`config.mk`:
```
export PLATFORM = sky130hd
export DESIGN_NAME = ioCommandController
export DESIGN_NICKNAME = d
export VERILOG_FILES = /design/src/hdl/ioCmdPkg.sv /design/src/hdl/ioCommandController.sv /design/src/hdl/ioWritebackArbiter.sv /design/src/hdl/ioLoadAlign.sv /design/src/hdl/ioResponseUnit.sv /design/src/hdl/ioCommandRouter.sv /design/src/hdl/ioStoreBuffer.sv /design/src/hdl/ioSyncFifo.sv
export SDC_FILE = /design/constraint.sdc
export NUM_CORES = 1
export LEC_CHECK = 0
export BUFFER_PORTS_ARGS = -buffer_cell sky130_fd_sc_hd__buf_2
export CORE_UTILIZATION = 54
export DETAILED_ROUTE_END_ITERATION = 12
export PLACE_DENSITY = 0.82
export SETUP_SLACK_MARGIN = 0.4
export SYNTH_ARGS = -nofsm -noshare
export SYNTH_HDL_FRONTEND = slang
export SYNTH_HIERARCHICAL = 1
export SYNTH_SLANG_ARGS = --single-unit
```
`constraint.sdc`:
```
create_clock -name sys_clk -period 2.8 [get_ports sys_clk]
set_input_delay 0.56 -clock sys_clk [delete_from_list [all_inputs] [get_ports sys_clk]]
set_output_delay 0.56 -clock sys_clk [all_outputs]
set_load 0.005 [all_outputs]
```
`src/hdl/ioCmdPkg.sv`:
```
// IO command controller shared widths, types and minor-opcode field positions
package ioCmdPkg;

    localparam int dataWordW = 16;
    localparam int portWordW = 32;
    localparam int destRegW  = 4;
    localparam int minorOpW  = 4;

    typedef logic [dataWordW-1:0] dataWordT;
    typedef logic [portWordW-1:0] portWordT;
    typedef logic [destRegW-1:0]  destRegT;
    typedef logic [minorOpW-1:0]  minorOpT;

    // Minor opcode fields
    localparam int loadReqBit = 3;
    localparam int storeBit   = 2;
    localparam int signExtBit = 1;
    // Bit 0 is commit on stores and byte select on loads
    localparam int commitBit  = 0;
    localparam int byteBit    = 0;

    // Command entry is {responseRequested, destReg, portWord}
    localparam int cmdWordW = 1 + destRegW + portWordW;
    // Response entry is {regResponse, destReg, portWord}
    localparam int rspWordW = 1 + destRegW + portWordW;

endpackage
```
`src/hdl/ioCommandController.sv`:
```
// IO port command controller top level joining store, load and response paths
`timescale 1ns/10ps

module ioCommandController #(
    parameter int FIFODEPTH = 4,
    parameter int PORTBYTES = 4
)(
    input  logic               sys_clk,
    input  logic               rstN,
    input  logic               CommandACK,
    output logic               CommandREQ,
    input  ioCmdPkg::minorOpT  MinorOpcodeIn,
    input  ioCmdPkg::dataWordT CommandAddressIn,
    input  ioCmdPkg::dataWordT CommandDataIn,
    input  ioCmdPkg::destRegT  CommandDestReg,
    output logic               WritebackACK,
    input  logic               WritebackREQ,
    output ioCmdPkg::destRegT  WritebackDestReg,
    output ioCmdPkg::dataWordT WritebackDataOut,
    output logic               IOCommandEn,
    input  logic               IOCommandTaken,
    output logic               IOResponseRequested,
    output ioCmdPkg::destRegT  IODestRegOut,
    output ioCmdPkg::portWordT IODataOut,
    input  logic               IOACK,
    output logic               IOREQ,
    input  logic               IORegResponseFlag,
    input  logic               IOMemResponseFlag,
    input  ioCmdPkg::destRegT  IODestRegIn,
    input  ioCmdPkg::portWordT IODataIn
);
    logic                          storeAck;
    logic                          storeReq;
    logic                          commit;
    logic                          halfSel;
    ioCmdPkg::dataWordT            storeData;
    ioCmdPkg::portWordT            bufWord;
    logic                          pushAck;
    logic                          pushReq;
    logic [ioCmdPkg::cmdWordW-1:0] pushEntry;
    logic                          cmdFifoAck;
    logic                          cmdFifoReq;
    logic [ioCmdPkg::cmdWordW-1:0] cmdFifoData;
    logic [ioCmdPkg::cmdWordW-1:0] cmdHead;
    logic                          staleAck;
    logic                          staleGrant;
    logic                          rspAck;
    logic                          rspGrant;
    ioCmdPkg::destRegT             rspDest;
    ioCmdPkg::portWordT            rspData;
    ioCmdPkg::portWordT            loadBuffer;

    ioCommandRouter ioCommandRouter_inst (
        .CommandACK      (CommandACK),
        .CommandREQ      (CommandREQ),
        .MinorOpcodeIn   (MinorOpcodeIn),
        .CommandAddressIn(CommandAddressIn),
        .CommandDataIn   (CommandDataIn),
        .CommandDestReg  (CommandDestReg),
        .storeAck        (storeAck),
        .storeReq        (storeReq),
        .commit          (commit),
        .halfSel         (halfSel),
        .storeData       (storeData),
        .bufWord         (bufWord),
        .pushAck         (pushAck),
        .pushReq         (pushReq),
        .pushEntry       (pushEntry),
        .cmdFifoAck      (cmdFifoAck),
        .cmdFifoReq      (cmdFifoReq),
        .cmdFifoData     (cmdFifoData),
        .staleAck        (staleAck),
        .staleGrant      (staleGrant)
    );

    ioStoreBuffer #(
        .PORTBYTES(PORTBYTES)
    ) ioStoreBuffer_inst (
        .sys_clk  (sys_clk),
        .rstN     (rstN),
        .storeAck (storeAck),
        .storeReq (storeReq),
        .commit   (commit),
        .halfSel  (halfSel),
        .storeData(storeData),
        .storeDest(CommandDestReg),
        .bufWord  (bufWord),
        .pushAck  (pushAck),
        .pushReq  (pushReq),
        .pushEntry(pushEntry)
    );

    // Command queue toward the IO side
    ioSyncFifo #(
        .WIDTH(ioCmdPkg::cmdWordW),
        .DEPTH(FIFODEPTH)
    ) cmdFifo_inst (
        .sys_clk(sys_clk),
        .rstN   (rstN),
        .inAck  (cmdFifoAck),
        .inReq  (cmdFifoReq),
        .inData (cmdFifoData),
        .outAck (IOCommandEn),
        .outReq (IOCommandTaken),
        .outData(cmdHead)
    );

    assign IOResponseRequested = cmdHead[ioCmdPkg::cmdWordW-1];
    assign IODestRegOut        = cmdHead[ioCmdPkg::cmdWordW-2 -: ioCmdPkg::destRegW];
    assign IODataOut           = cmdHead[ioCmdPkg::portWordW-1:0];

    ioResponseUnit #(
        .FIFODEPTH(FIFODEPTH)
    ) ioResponseUnit_inst (
        .sys_clk          (sys_clk),
        .rstN             (rstN),
        .IOACK            (IOACK),
        .IOREQ            (IOREQ),
        .IORegResponseFlag(IORegResponseFlag),
        .IOMemResponseFlag(IOMemResponseFlag),
        .IODestRegIn      (IODestRegIn),
        .IODataIn         (IODataIn),
        .rspAck           (rspAck),
        .rspGrant         (rspGrant),
        .rspDest          (rspDest),
        .rspData          (rspData),
        .loadBuffer       (loadBuffer)
    );

    ioWritebackArbiter ioWritebackArbiter_inst (
        .rspAck          (rspAck),
        .rspGrant        (rspGrant),
        .rspDest         (rspDest),
        .rspData         (rspData),
        .staleAck        (staleAck),
        .staleGrant      (staleGrant),
        .staleDest       (CommandDestReg),
        .loadBuffer      (loadBuffer),
        .minorOp         (MinorOpcodeIn),
        .offset          (CommandAddressIn),
        .WritebackACK    (WritebackACK),
        .WritebackREQ    (WritebackREQ),
        .WritebackDestReg(WritebackDestReg),
        .WritebackDataOut(WritebackDataOut)
    );

endmodule

```
`src/hdl/ioWritebackArbiter.sv`:
```
// Writeback arbiter giving register responses priority over stale loads
`timescale 1ns/10ps

module ioWritebackArbiter (
    input  logic               rspAck,
    output logic               rspGrant,
    input  ioCmdPkg::destRegT  rspDest,
    input  ioCmdPkg::portWordT rspData,
    input  logic               staleAck,
    output logic               staleGrant,
    input  ioCmdPkg::destRegT  staleDest,
    input  ioCmdPkg::portWordT loadBuffer,
    input  ioCmdPkg::minorOpT  minorOp,
    input  ioCmdPkg::dataWordT offset,
    output logic               WritebackACK,
    input  logic               WritebackREQ,
    output ioCmdPkg::destRegT  WritebackDestReg,
    output ioCmdPkg::dataWordT WritebackDataOut
);
    ioCmdPkg::dataWordT staleData;

    ioLoadAlign #(
        .PORTBYTES($bits(ioCmdPkg::portWordT) / 8)
    ) loadAlign_inst (
        .loadBuffer (loadBuffer),
        .byteSel    (minorOp[ioCmdPkg::byteBit]),
        .signExt    (minorOp[ioCmdPkg::signExtBit]),
        .offset     (offset),
        .alignedData(staleData)
    );

    // Fixed priority, response at the queue head always wins
    assign rspGrant   = rspAck && WritebackREQ;
    assign staleGrant = WritebackREQ && !rspAck;

    always_comb begin
        if (rspAck) begin
            WritebackACK     = 1'b1;
            WritebackDestReg = rspDest;
            // Register responses write back the low data word
            WritebackDataOut = rspData[ioCmdPkg::dataWordW-1:0];
        end else begin
            WritebackACK     = staleAck;
            WritebackDestReg = staleDest;
            WritebackDataOut = staleData;
        end
    end

endmodule

```
`src/hdl/ioLoadAlign.sv`:
```
// Load aligner that picks a byte or halfword of the load buffer and extends it
`timescale 1ns/10ps

module ioLoadAlign #(
    parameter int PORTBYTES = 4
)(
    input  ioCmdPkg::portWordT loadBuffer,
    input  logic               byteSel,
    input  logic               signExt,
    input  ioCmdPkg::dataWordT offset,
    output ioCmdPkg::dataWordT alignedData
);
    localparam int idxW = $clog2(PORTBYTES);

    logic [PORTBYTES-1:0][7:0]                      bytes;
    ioCmdPkg::dataWordT [PORTBYTES/2-1:0]           halves;
    logic [7:0]                                     pickedByte;
    ioCmdPkg::dataWordT                             pickedHalf;

    assign bytes  = loadBuffer;
    assign halves = loadBuffer;

    // Halfwords are indexed by the low address bits like stores
    assign pickedByte = bytes[offset[idxW-1:0]];
    assign pickedHalf = halves[offset[idxW-2:0]];

    always_comb begin
        if (byteSel) begin
            alignedData = {{8{signExt && pickedByte[7]}}, pickedByte};
        end else begin
            // Halfword is already 16 bits wide
            alignedData = pickedHalf;
        end
    end

endmodule

```
`src/hdl/ioResponseUnit.sv`:
```
// Response queue with load buffer update and pop control for memory and register responses
`timescale 1ns/10ps

module ioResponseUnit #(
    parameter int FIFODEPTH = 4
)(
    input  logic               sys_clk,
    input  logic               rstN,
    input  logic               IOACK,
    output logic               IOREQ,
    input  logic               IORegResponseFlag,
    input  logic               IOMemResponseFlag,
    input  ioCmdPkg::destRegT  IODestRegIn,
    input  ioCmdPkg::portWordT IODataIn,
    output logic               rspAck,
    input  logic               rspGrant,
    output ioCmdPkg::destRegT  rspDest,
    output ioCmdPkg::portWordT rspData,
    output ioCmdPkg::portWordT loadBuffer
);
    logic                          rspPush;
    logic [ioCmdPkg::rspWordW-1:0] rspIn;
    logic [ioCmdPkg::rspWordW-1:0] rspHead;
    logic                          headValid;
    logic                          headIsReg;
    logic                          headPop;

    // Only flagged responses enter the queue
    assign rspPush = IOACK && (IORegResponseFlag || IOMemResponseFlag);
    assign rspIn   = {IORegResponseFlag, IODestRegIn, IODataIn};

    ioSyncFifo #(
        .WIDTH(ioCmdPkg::rspWordW),
        .DEPTH(FIFODEPTH)
    ) rspFifo_inst (
        .sys_clk(sys_clk),
        .rstN   (rstN),
        .inAck  (rspPush),
        .inReq  (IOREQ),
        .inData (rspIn),
        .outAck (headValid),
        .outReq (headPop),
        .outData(rspHead)
    );

    assign headIsReg = rspHead[ioCmdPkg::rspWordW-1];
    assign rspDest   = rspHead[ioCmdPkg::rspWordW-2 -: ioCmdPkg::destRegW];
    assign rspData   = rspHead[ioCmdPkg::portWordW-1:0];

    // Memory entries drain on their own, register entries wait for the writeback grant
    assign rspAck  = headValid && headIsReg;
    assign headPop = !headIsReg || rspGrant;

    always_ff @(posedge sys_clk or negedge rstN) begin
        if (!rstN) begin
            loadBuffer <= '0;
        end else if (headValid && headPop) begin
            loadBuffer <= rspData;
        end
    end

endmodule

```
`src/hdl/ioCommandRouter.sv`:
```
// Command router that decodes the minor opcode and steers the core command handshake
`timescale 1ns/10ps

module ioCommandRouter (
    input  logic                          CommandACK,
    output logic                          CommandREQ,
    input  ioCmdPkg::minorOpT             MinorOpcodeIn,
    input  ioCmdPkg::dataWordT            CommandAddressIn,
    input  ioCmdPkg::dataWordT            CommandDataIn,
    input  ioCmdPkg::destRegT             CommandDestReg,
    output logic                          storeAck,
    input  logic                          storeReq,
    output logic                          commit,
    output logic                          halfSel,
    output ioCmdPkg::dataWordT            storeData,
    input  ioCmdPkg::portWordT            bufWord,
    input  logic                          pushAck,
    output logic                          pushReq,
    input  logic [ioCmdPkg::cmdWordW-1:0] pushEntry,
    output logic                          cmdFifoAck,
    input  logic                          cmdFifoReq,
    output logic [ioCmdPkg::cmdWordW-1:0] cmdFifoData,
    output logic                          staleAck,
    input  logic                          staleGrant
);
    logic isStore;
    logic isLoadReq;
    logic isStale;

    assign isStore   = MinorOpcodeIn[ioCmdPkg::storeBit];
    assign isLoadReq = !isStore && MinorOpcodeIn[ioCmdPkg::loadReqBit];
    assign isStale   = !isStore && !MinorOpcodeIn[ioCmdPkg::loadReqBit];

    // Store path
    assign storeAck  = CommandACK && isStore;
    assign commit    = MinorOpcodeIn[ioCmdPkg::commitBit];
    assign halfSel   = CommandAddressIn[0];
    assign storeData = CommandDataIn;

    // Command FIFO input, commit entry or requesting load carrying the buffer word
    assign pushReq     = cmdFifoReq;
    assign cmdFifoAck  = isLoadReq ? CommandACK : pushAck;
    assign cmdFifoData = isLoadReq ? {1'b1, CommandDestReg, bufWord} : pushEntry;

    // Stale loads go to the writeback arbiter
    assign staleAck = CommandACK && isStale;

    always_comb begin
        if (isStore) begin
            CommandREQ = storeReq;
        end else if (isLoadReq) begin
            CommandREQ = cmdFifoReq;
        end else begin
            CommandREQ = staleGrant;
        end
    end

endmodule

```
`src/hdl/ioStoreBuffer.sv`:
```
// Store buffer that packs halfword stores into a port word and pushes it on commit
`timescale 1ns/10ps

module ioStoreBuffer #(
    parameter int PORTBYTES = 4
)(
    input  logic                         sys_clk,
    input  logic                         rstN,
    input  logic                         storeAck,
    output logic                         storeReq,
    input  logic                         commit,
    input  logic                         halfSel,
    input  ioCmdPkg::dataWordT           storeData,
    input  ioCmdPkg::destRegT            storeDest,
    output ioCmdPkg::portWordT           bufWord,
    output logic                         pushAck,
    input  logic                         pushReq,
    output logic [ioCmdPkg::cmdWordW-1:0] pushEntry
);
    localparam int halfCount = PORTBYTES / 2;

    ioCmdPkg::dataWordT [halfCount-1:0] halves;
    ioCmdPkg::dataWordT [halfCount-1:0] merged;
    logic                               storeTaken;

    // Word as it will look once this store lands
    always_comb begin
        merged          = halves;
        merged[halfSel] = storeData;
    end

    assign bufWord = halves;

    // A commit goes straight to the command FIFO in the cycle it is accepted,
    // so it waits at the core side while the FIFO is full
    assign pushAck   = storeAck && commit;
    assign pushEntry = {1'b0, storeDest, merged};
    assign storeReq  = commit ? pushReq : 1'b1;

    assign storeTaken = storeAck && storeReq;

    // Contents persist after a commit
    always_ff @(posedge sys_clk or negedge rstN) begin
        if (!rstN) begin
            halves <= '0;
        end else if (storeTaken) begin
            halves <= merged;
        end
    end

endmodule

```
`src/hdl/ioSyncFifo.sv`:
```
// Synchronous FIFO with ACK/REQ handshakes on the write and read sides
`timescale 1ns/10ps

module ioSyncFifo #(
    parameter int WIDTH = 37,
    parameter int DEPTH = 4
)(
    input  logic             sys_clk,
    input  logic             rstN,
    input  logic             inAck,
    output logic             inReq,
    input  logic [WIDTH-1:0] inData,
    output logic             outAck,
    input  logic             outReq,
    output logic [WIDTH-1:0] outData
);
    localparam int ptrW = (DEPTH > 1) ? $clog2(DEPTH) : 1;
    localparam int cntW = $clog2(DEPTH + 1);

    logic [WIDTH-1:0] mem [DEPTH];
    logic [ptrW-1:0]  wrPtr;
    logic [ptrW-1:0]  rdPtr;
    logic [cntW-1:0]  count;
    logic             push;
    logic             pop;

    assign inReq   = (count != cntW'(DEPTH));
    assign outAck  = (count != '0);
    assign push    = inAck && inReq;
    assign pop     = outAck && outReq;
    assign outData = mem[rdPtr];

    always_ff @(posedge sys_clk) begin
        if (push) begin
            mem[wrPtr] <= inData;
        end
    end

    // Pointers wrap explicitly so any depth works
    always_ff @(posedge sys_clk or negedge rstN) begin
        if (!rstN) begin
            wrPtr <= '0;
            rdPtr <= '0;
            count <= '0;
        end else begin
            if (push) begin
                wrPtr <= (wrPtr == ptrW'(DEPTH - 1)) ? '0 : wrPtr + 1'b1;
            end
            if (pop) begin
                rdPtr <= (rdPtr == ptrW'(DEPTH - 1)) ? '0 : rdPtr + 1'b1;
            end
            case ({push, pop})
                2'b10:   count <= count + 1'b1;
                2'b01:   count <= count - 1'b1;
                default: count <= count;
            endcase
        end
    end

endmodule

```
==> out/results.ini <==
[sta]
skew_ns = 0.01680
fin_ws_ns = -0.03654
rsz0062_at_grt = yes
period_share = 1.013
worstMarginPinSlew_ns = 0.6712
finalMaxSlewViolations = 0
maxSlewHeadroom = 0.5526
final.min_clock_period_ns = 2.837
fmax_ghz = 0.3525
tns_ns = -0.07237
hold_viol = 0
finalSetupViolCount = 2

[critical_path]
crit_slowest_cell = mux4_2
cp.required_ns = 2.24
path_class = flip-flop to primary output
crit_path_frequent_cell = buf_6
crit_arrival_ns = 2.28
endpoint_kind = primary output
cp-start-kind = flip-flop
cp_slowest_stage_delay_ns = 0.52
cp_max_fo = 3
timing.critical_path.cells = mux4_2 -> and2_4 -> buf_12 -> buf_6 -> mux2_4 -> buf_6

[yosys]
async_reset_ff_frac = 0.2086
synth_fa_ha_area_frac = 0.01178
synth_compound_area_frac = 0.01101
ys_warn_count = 6
synth_cells = 809
ys_seq_area_frac = 0.6717
synthSimpleGateAreaFrac = 0.02101
synth_mux_area_frac = 0.2469
synth_xor_area_frac = 0.003256
syn_area_per_cell_um2 = 19.95
ys_ff_latch = 374
synth_edf_count = 296
netlist_area_um2 = 16140
ys_types = 40
syn_nets = 907
synth_top_family_by_area = multiplexers
synth_ff_type = edfxtp_1

[route]
vias = 8010
wl_per_cell_um = 24.09
route.detailed.drc = 0
drtPass1Iterations = 4
finalWirelength_um = 33360
drt-initial-drc-count = 592
vias_per_cell = 5.783
final_antenna_net_count = 0

[clock_network]
clk_latency_ns = 0.54
cts_buffer_depth = 3
cts_buffers = 38
htree_levels = 2
cts_tree = built
clock-root-buffer = clkbuf_16
numClockSinks = 374
clk_pin_slew_ns = 0.06
postCtsHoldBufs = 0

[grt]
grt_max_degree = 46
antenna_found_initial = 2
grt_util_all_layers = 0.2214
grt-ovfl-total = 0
grt_pass1_wl_um = 50490
grt_pass1_vias = 8542

[power]
peakVddDrop_mv = 0.7558
power_density_nw_per_um2 = 1088
p_leak_nw = 7.172

[run_status]
violations = setup timing
status = complete, but fails checks

[floorplanning]
start_util = 0.5548
rows = 62
die_area_um2 = 30580
die_h_um = 174.9
io-pin-count = 145
die_x_um = 174.9
core_um2 = 29090

[layout]
final_nets = 1067
fin_area_um2 = 19070
fillers = 1874
final_cells = 1385
area_growth_pct = 18.14
drive_above_1_share = 0.5235

[placed_design]
io_buffers = 130
globalplace.congestion = 0.7580
dp.cells = 1285
post_dp_cell_area_um2 = 17120
detailed_place_hpwl_um = 19300

[flow_run]
max-cap-violations = 0

[hold_path]
holdCritPathClass = primary input to asynchronous set/reset pin

==> through the flow <==
stage          worst slack (ns)  utilization  total power, W  hold slack [ns]
2_1_floorplan            0.1612            -         0.01249           0.2644
3_3_place_gp             0.1344       0.5885         0.01405           0.4757
3_5_place_dp            0.03814       0.5885         0.01430           0.4963
4_1_cts                -0.04943       0.6489         0.02045          0.05657
5_1_grt                 -0.1324       0.6554         0.02160          0.07383
6_report               -0.03654       0.6554         0.02075          0.03932
==> synthesized netlist by cell type, drive strengths merged, types with 2 or more instances <==
| cell | instances | area share |
|---|---|---|
| or3 | 2 | 0.00093 |
| mux2i | 19 | 0.012 |
| and3 | 9 | 0.0044 |
| mux2 | 168 | 0.13 |
| and2 | 6 | 0.0027 |
| mux4 | 74 | 0.10 |
| o21ai | 9 | 0.0028 |
| ha | 12 | 0.0093 |
| xnor2 | 2 | 0.0011 |
| nand2 | 5 | 0.0016 |
| buf | 57 | 0.029 |
| o211ai | 7 | 0.0033 |
| nand2b | 5 | 0.0033 |
| clkbuf | 6 | 0.0014 |
| nor2 | 6 | 0.0014 |
| fa | 2 | 0.0025 |
| o22ai | 8 | 0.0031 |
| or3b | 2 | 0.0014 |
| edfxtp | 296 | 0.55 |
| xor2 | 4 | 0.0022 |
| or2 | 8 | 0.0031 |
| dfrtp | 78 | 0.12 |
| inv | 16 | 0.0037 |
==> worst max-delay path, delay by kind of cell (launching register included) <==
family | cells | cell delay (ns)
AND/OR/NAND/NOR | 1 | 0.20
buffers and inverters | 3 | 0.36
flip-flops | 1 | 0.36
multiplexers | 2 | 0.82
==> power by group <==
part	switching, W	leakage, nW	internal [W]
Combinational	0.00327	2.95	0.00449
Sequential	0.000596	3.61	0.00725
Clock	0.00212	0.620	0.00303
Total	0.00599	7.17	0.0148
==> state kept, by name (all words and copies together) (netlist names) <==
register,cells
cmdFifo_inst/mem,148
ioResponseUnit_inst/loadBuffer,32
cmdFifo_inst/count,3
ioResponseUnit_inst/rspFifo_inst/rdPtr,2
ioResponseUnit_inst/rspFifo_inst/wrPtr,2
cmdFifo_inst/rdPtr,2
ioResponseUnit_inst/rspFifo_inst/count,3
ioResponseUnit_inst/rspFifo_inst/mem,148
ioStoreBuffer_inst/bufWord,32
cmdFifo_inst/wrPtr,2
==> per-layer routing <==
metal  track usage  vias to the layer above  share of wire
met3       0.04417                       54          0.053
met5             0                        -              0
met2        0.4000                      258           0.54
met4       0.06051                        0          0.020
li1              -                     3509              -
met1        0.2698                     4189           0.39
==> path summary, 6_finish.rpt <==
path | from | end | slack [ns] | cells past startpoint
max | ioResponseUnit_inst/rspFifo_inst/rdPtr[0] | WritebackDestReg[3] | -0.04 | 6
min | rstN | ioStoreBuffer_inst/bufWord[11] | 0.04 | 1
max reg2reg | ioResponseUnit_inst/rspFifo_inst/rdPtr[0] | ioResponseUnit_inst/rspFifo_inst/count[2] | 0.19 | 13
min reg2reg | cmdFifo_inst/count[2] | cmdFifo_inst/count[2] | 0.51 | 1
max in group asynchronous | rstN | ioResponseUnit_inst/loadBuffer[14] | 2.11 | 2
min in group sys_clk | IODataIn[25] | ioResponseUnit_inst/rspFifo_inst/mem[2][25] | 0.23 | 1
==> layout make-up <==
| type | count | area [um^2] | share of cell area |
|---|---|---|---|
| flip-flops and latches | 374 | 10850 | 0.5689 |
| multi-input cells | 358 | 4830 | 0.2533 |
| repair buffers | 181 | 1565 | 0.08209 |
| clock buffers | 53 | 1047 | 0.05492 |
| well taps | 384 | 480.5 | 0.02520 |
| clock inverters | 17 | 232.7 | 0.01221 |
| inverters | 16 | 60.06 | 0.003150 |
| diodes | 2 | 5.005 | 0.0002625 |
==> placed cells by master, fill, tap and decap left out, types with 6 or more instances in the layout <==
| master | n |
|---|---|
| mux2_4 | 67 |
| ha_1 | 10 |
| clkbuf_1 | 11 |
| buf_16 | 6 |
| buf_2 | 109 |
| nor2_1 | 6 |
| mux4_2 | 74 |
| mux2_2 | 101 |
| buf_4 | 22 |
| clkbuf_16 | 41 |
| or2_2 | 7 |
| o21ai_0 | 8 |
| inv_1 | 14 |
| and3_2 | 8 |
| o211ai_1 | 7 |
| buf_12 | 15 |
| mux2i_1 | 19 |
| buf_6 | 25 |
| edfxtp_1 | 296 |
| and2_4 | 7 |
| dfrtp_1 | 75 |
| o22ai_1 | 8 |
==> logic make-up after synthesis <==
logic type	count (synthesis)
buffers and inverters	79
adders and majority gates	14
and+or+nand+nor	46
other	1
DFF	374
AOI/OAI and AO/OA	28
muxes	261
xor gates and xnor gates	6
==> repair_timing <==
item                                    in CTS  in global routing
buffers inserted                            16                  1
gates cloned                                 8                  3
endpoints found under the setup margin      71                 63
resized for setup                           32                 15
pin swaps                                    3                  3
Power figures use the tool's default switching activity.
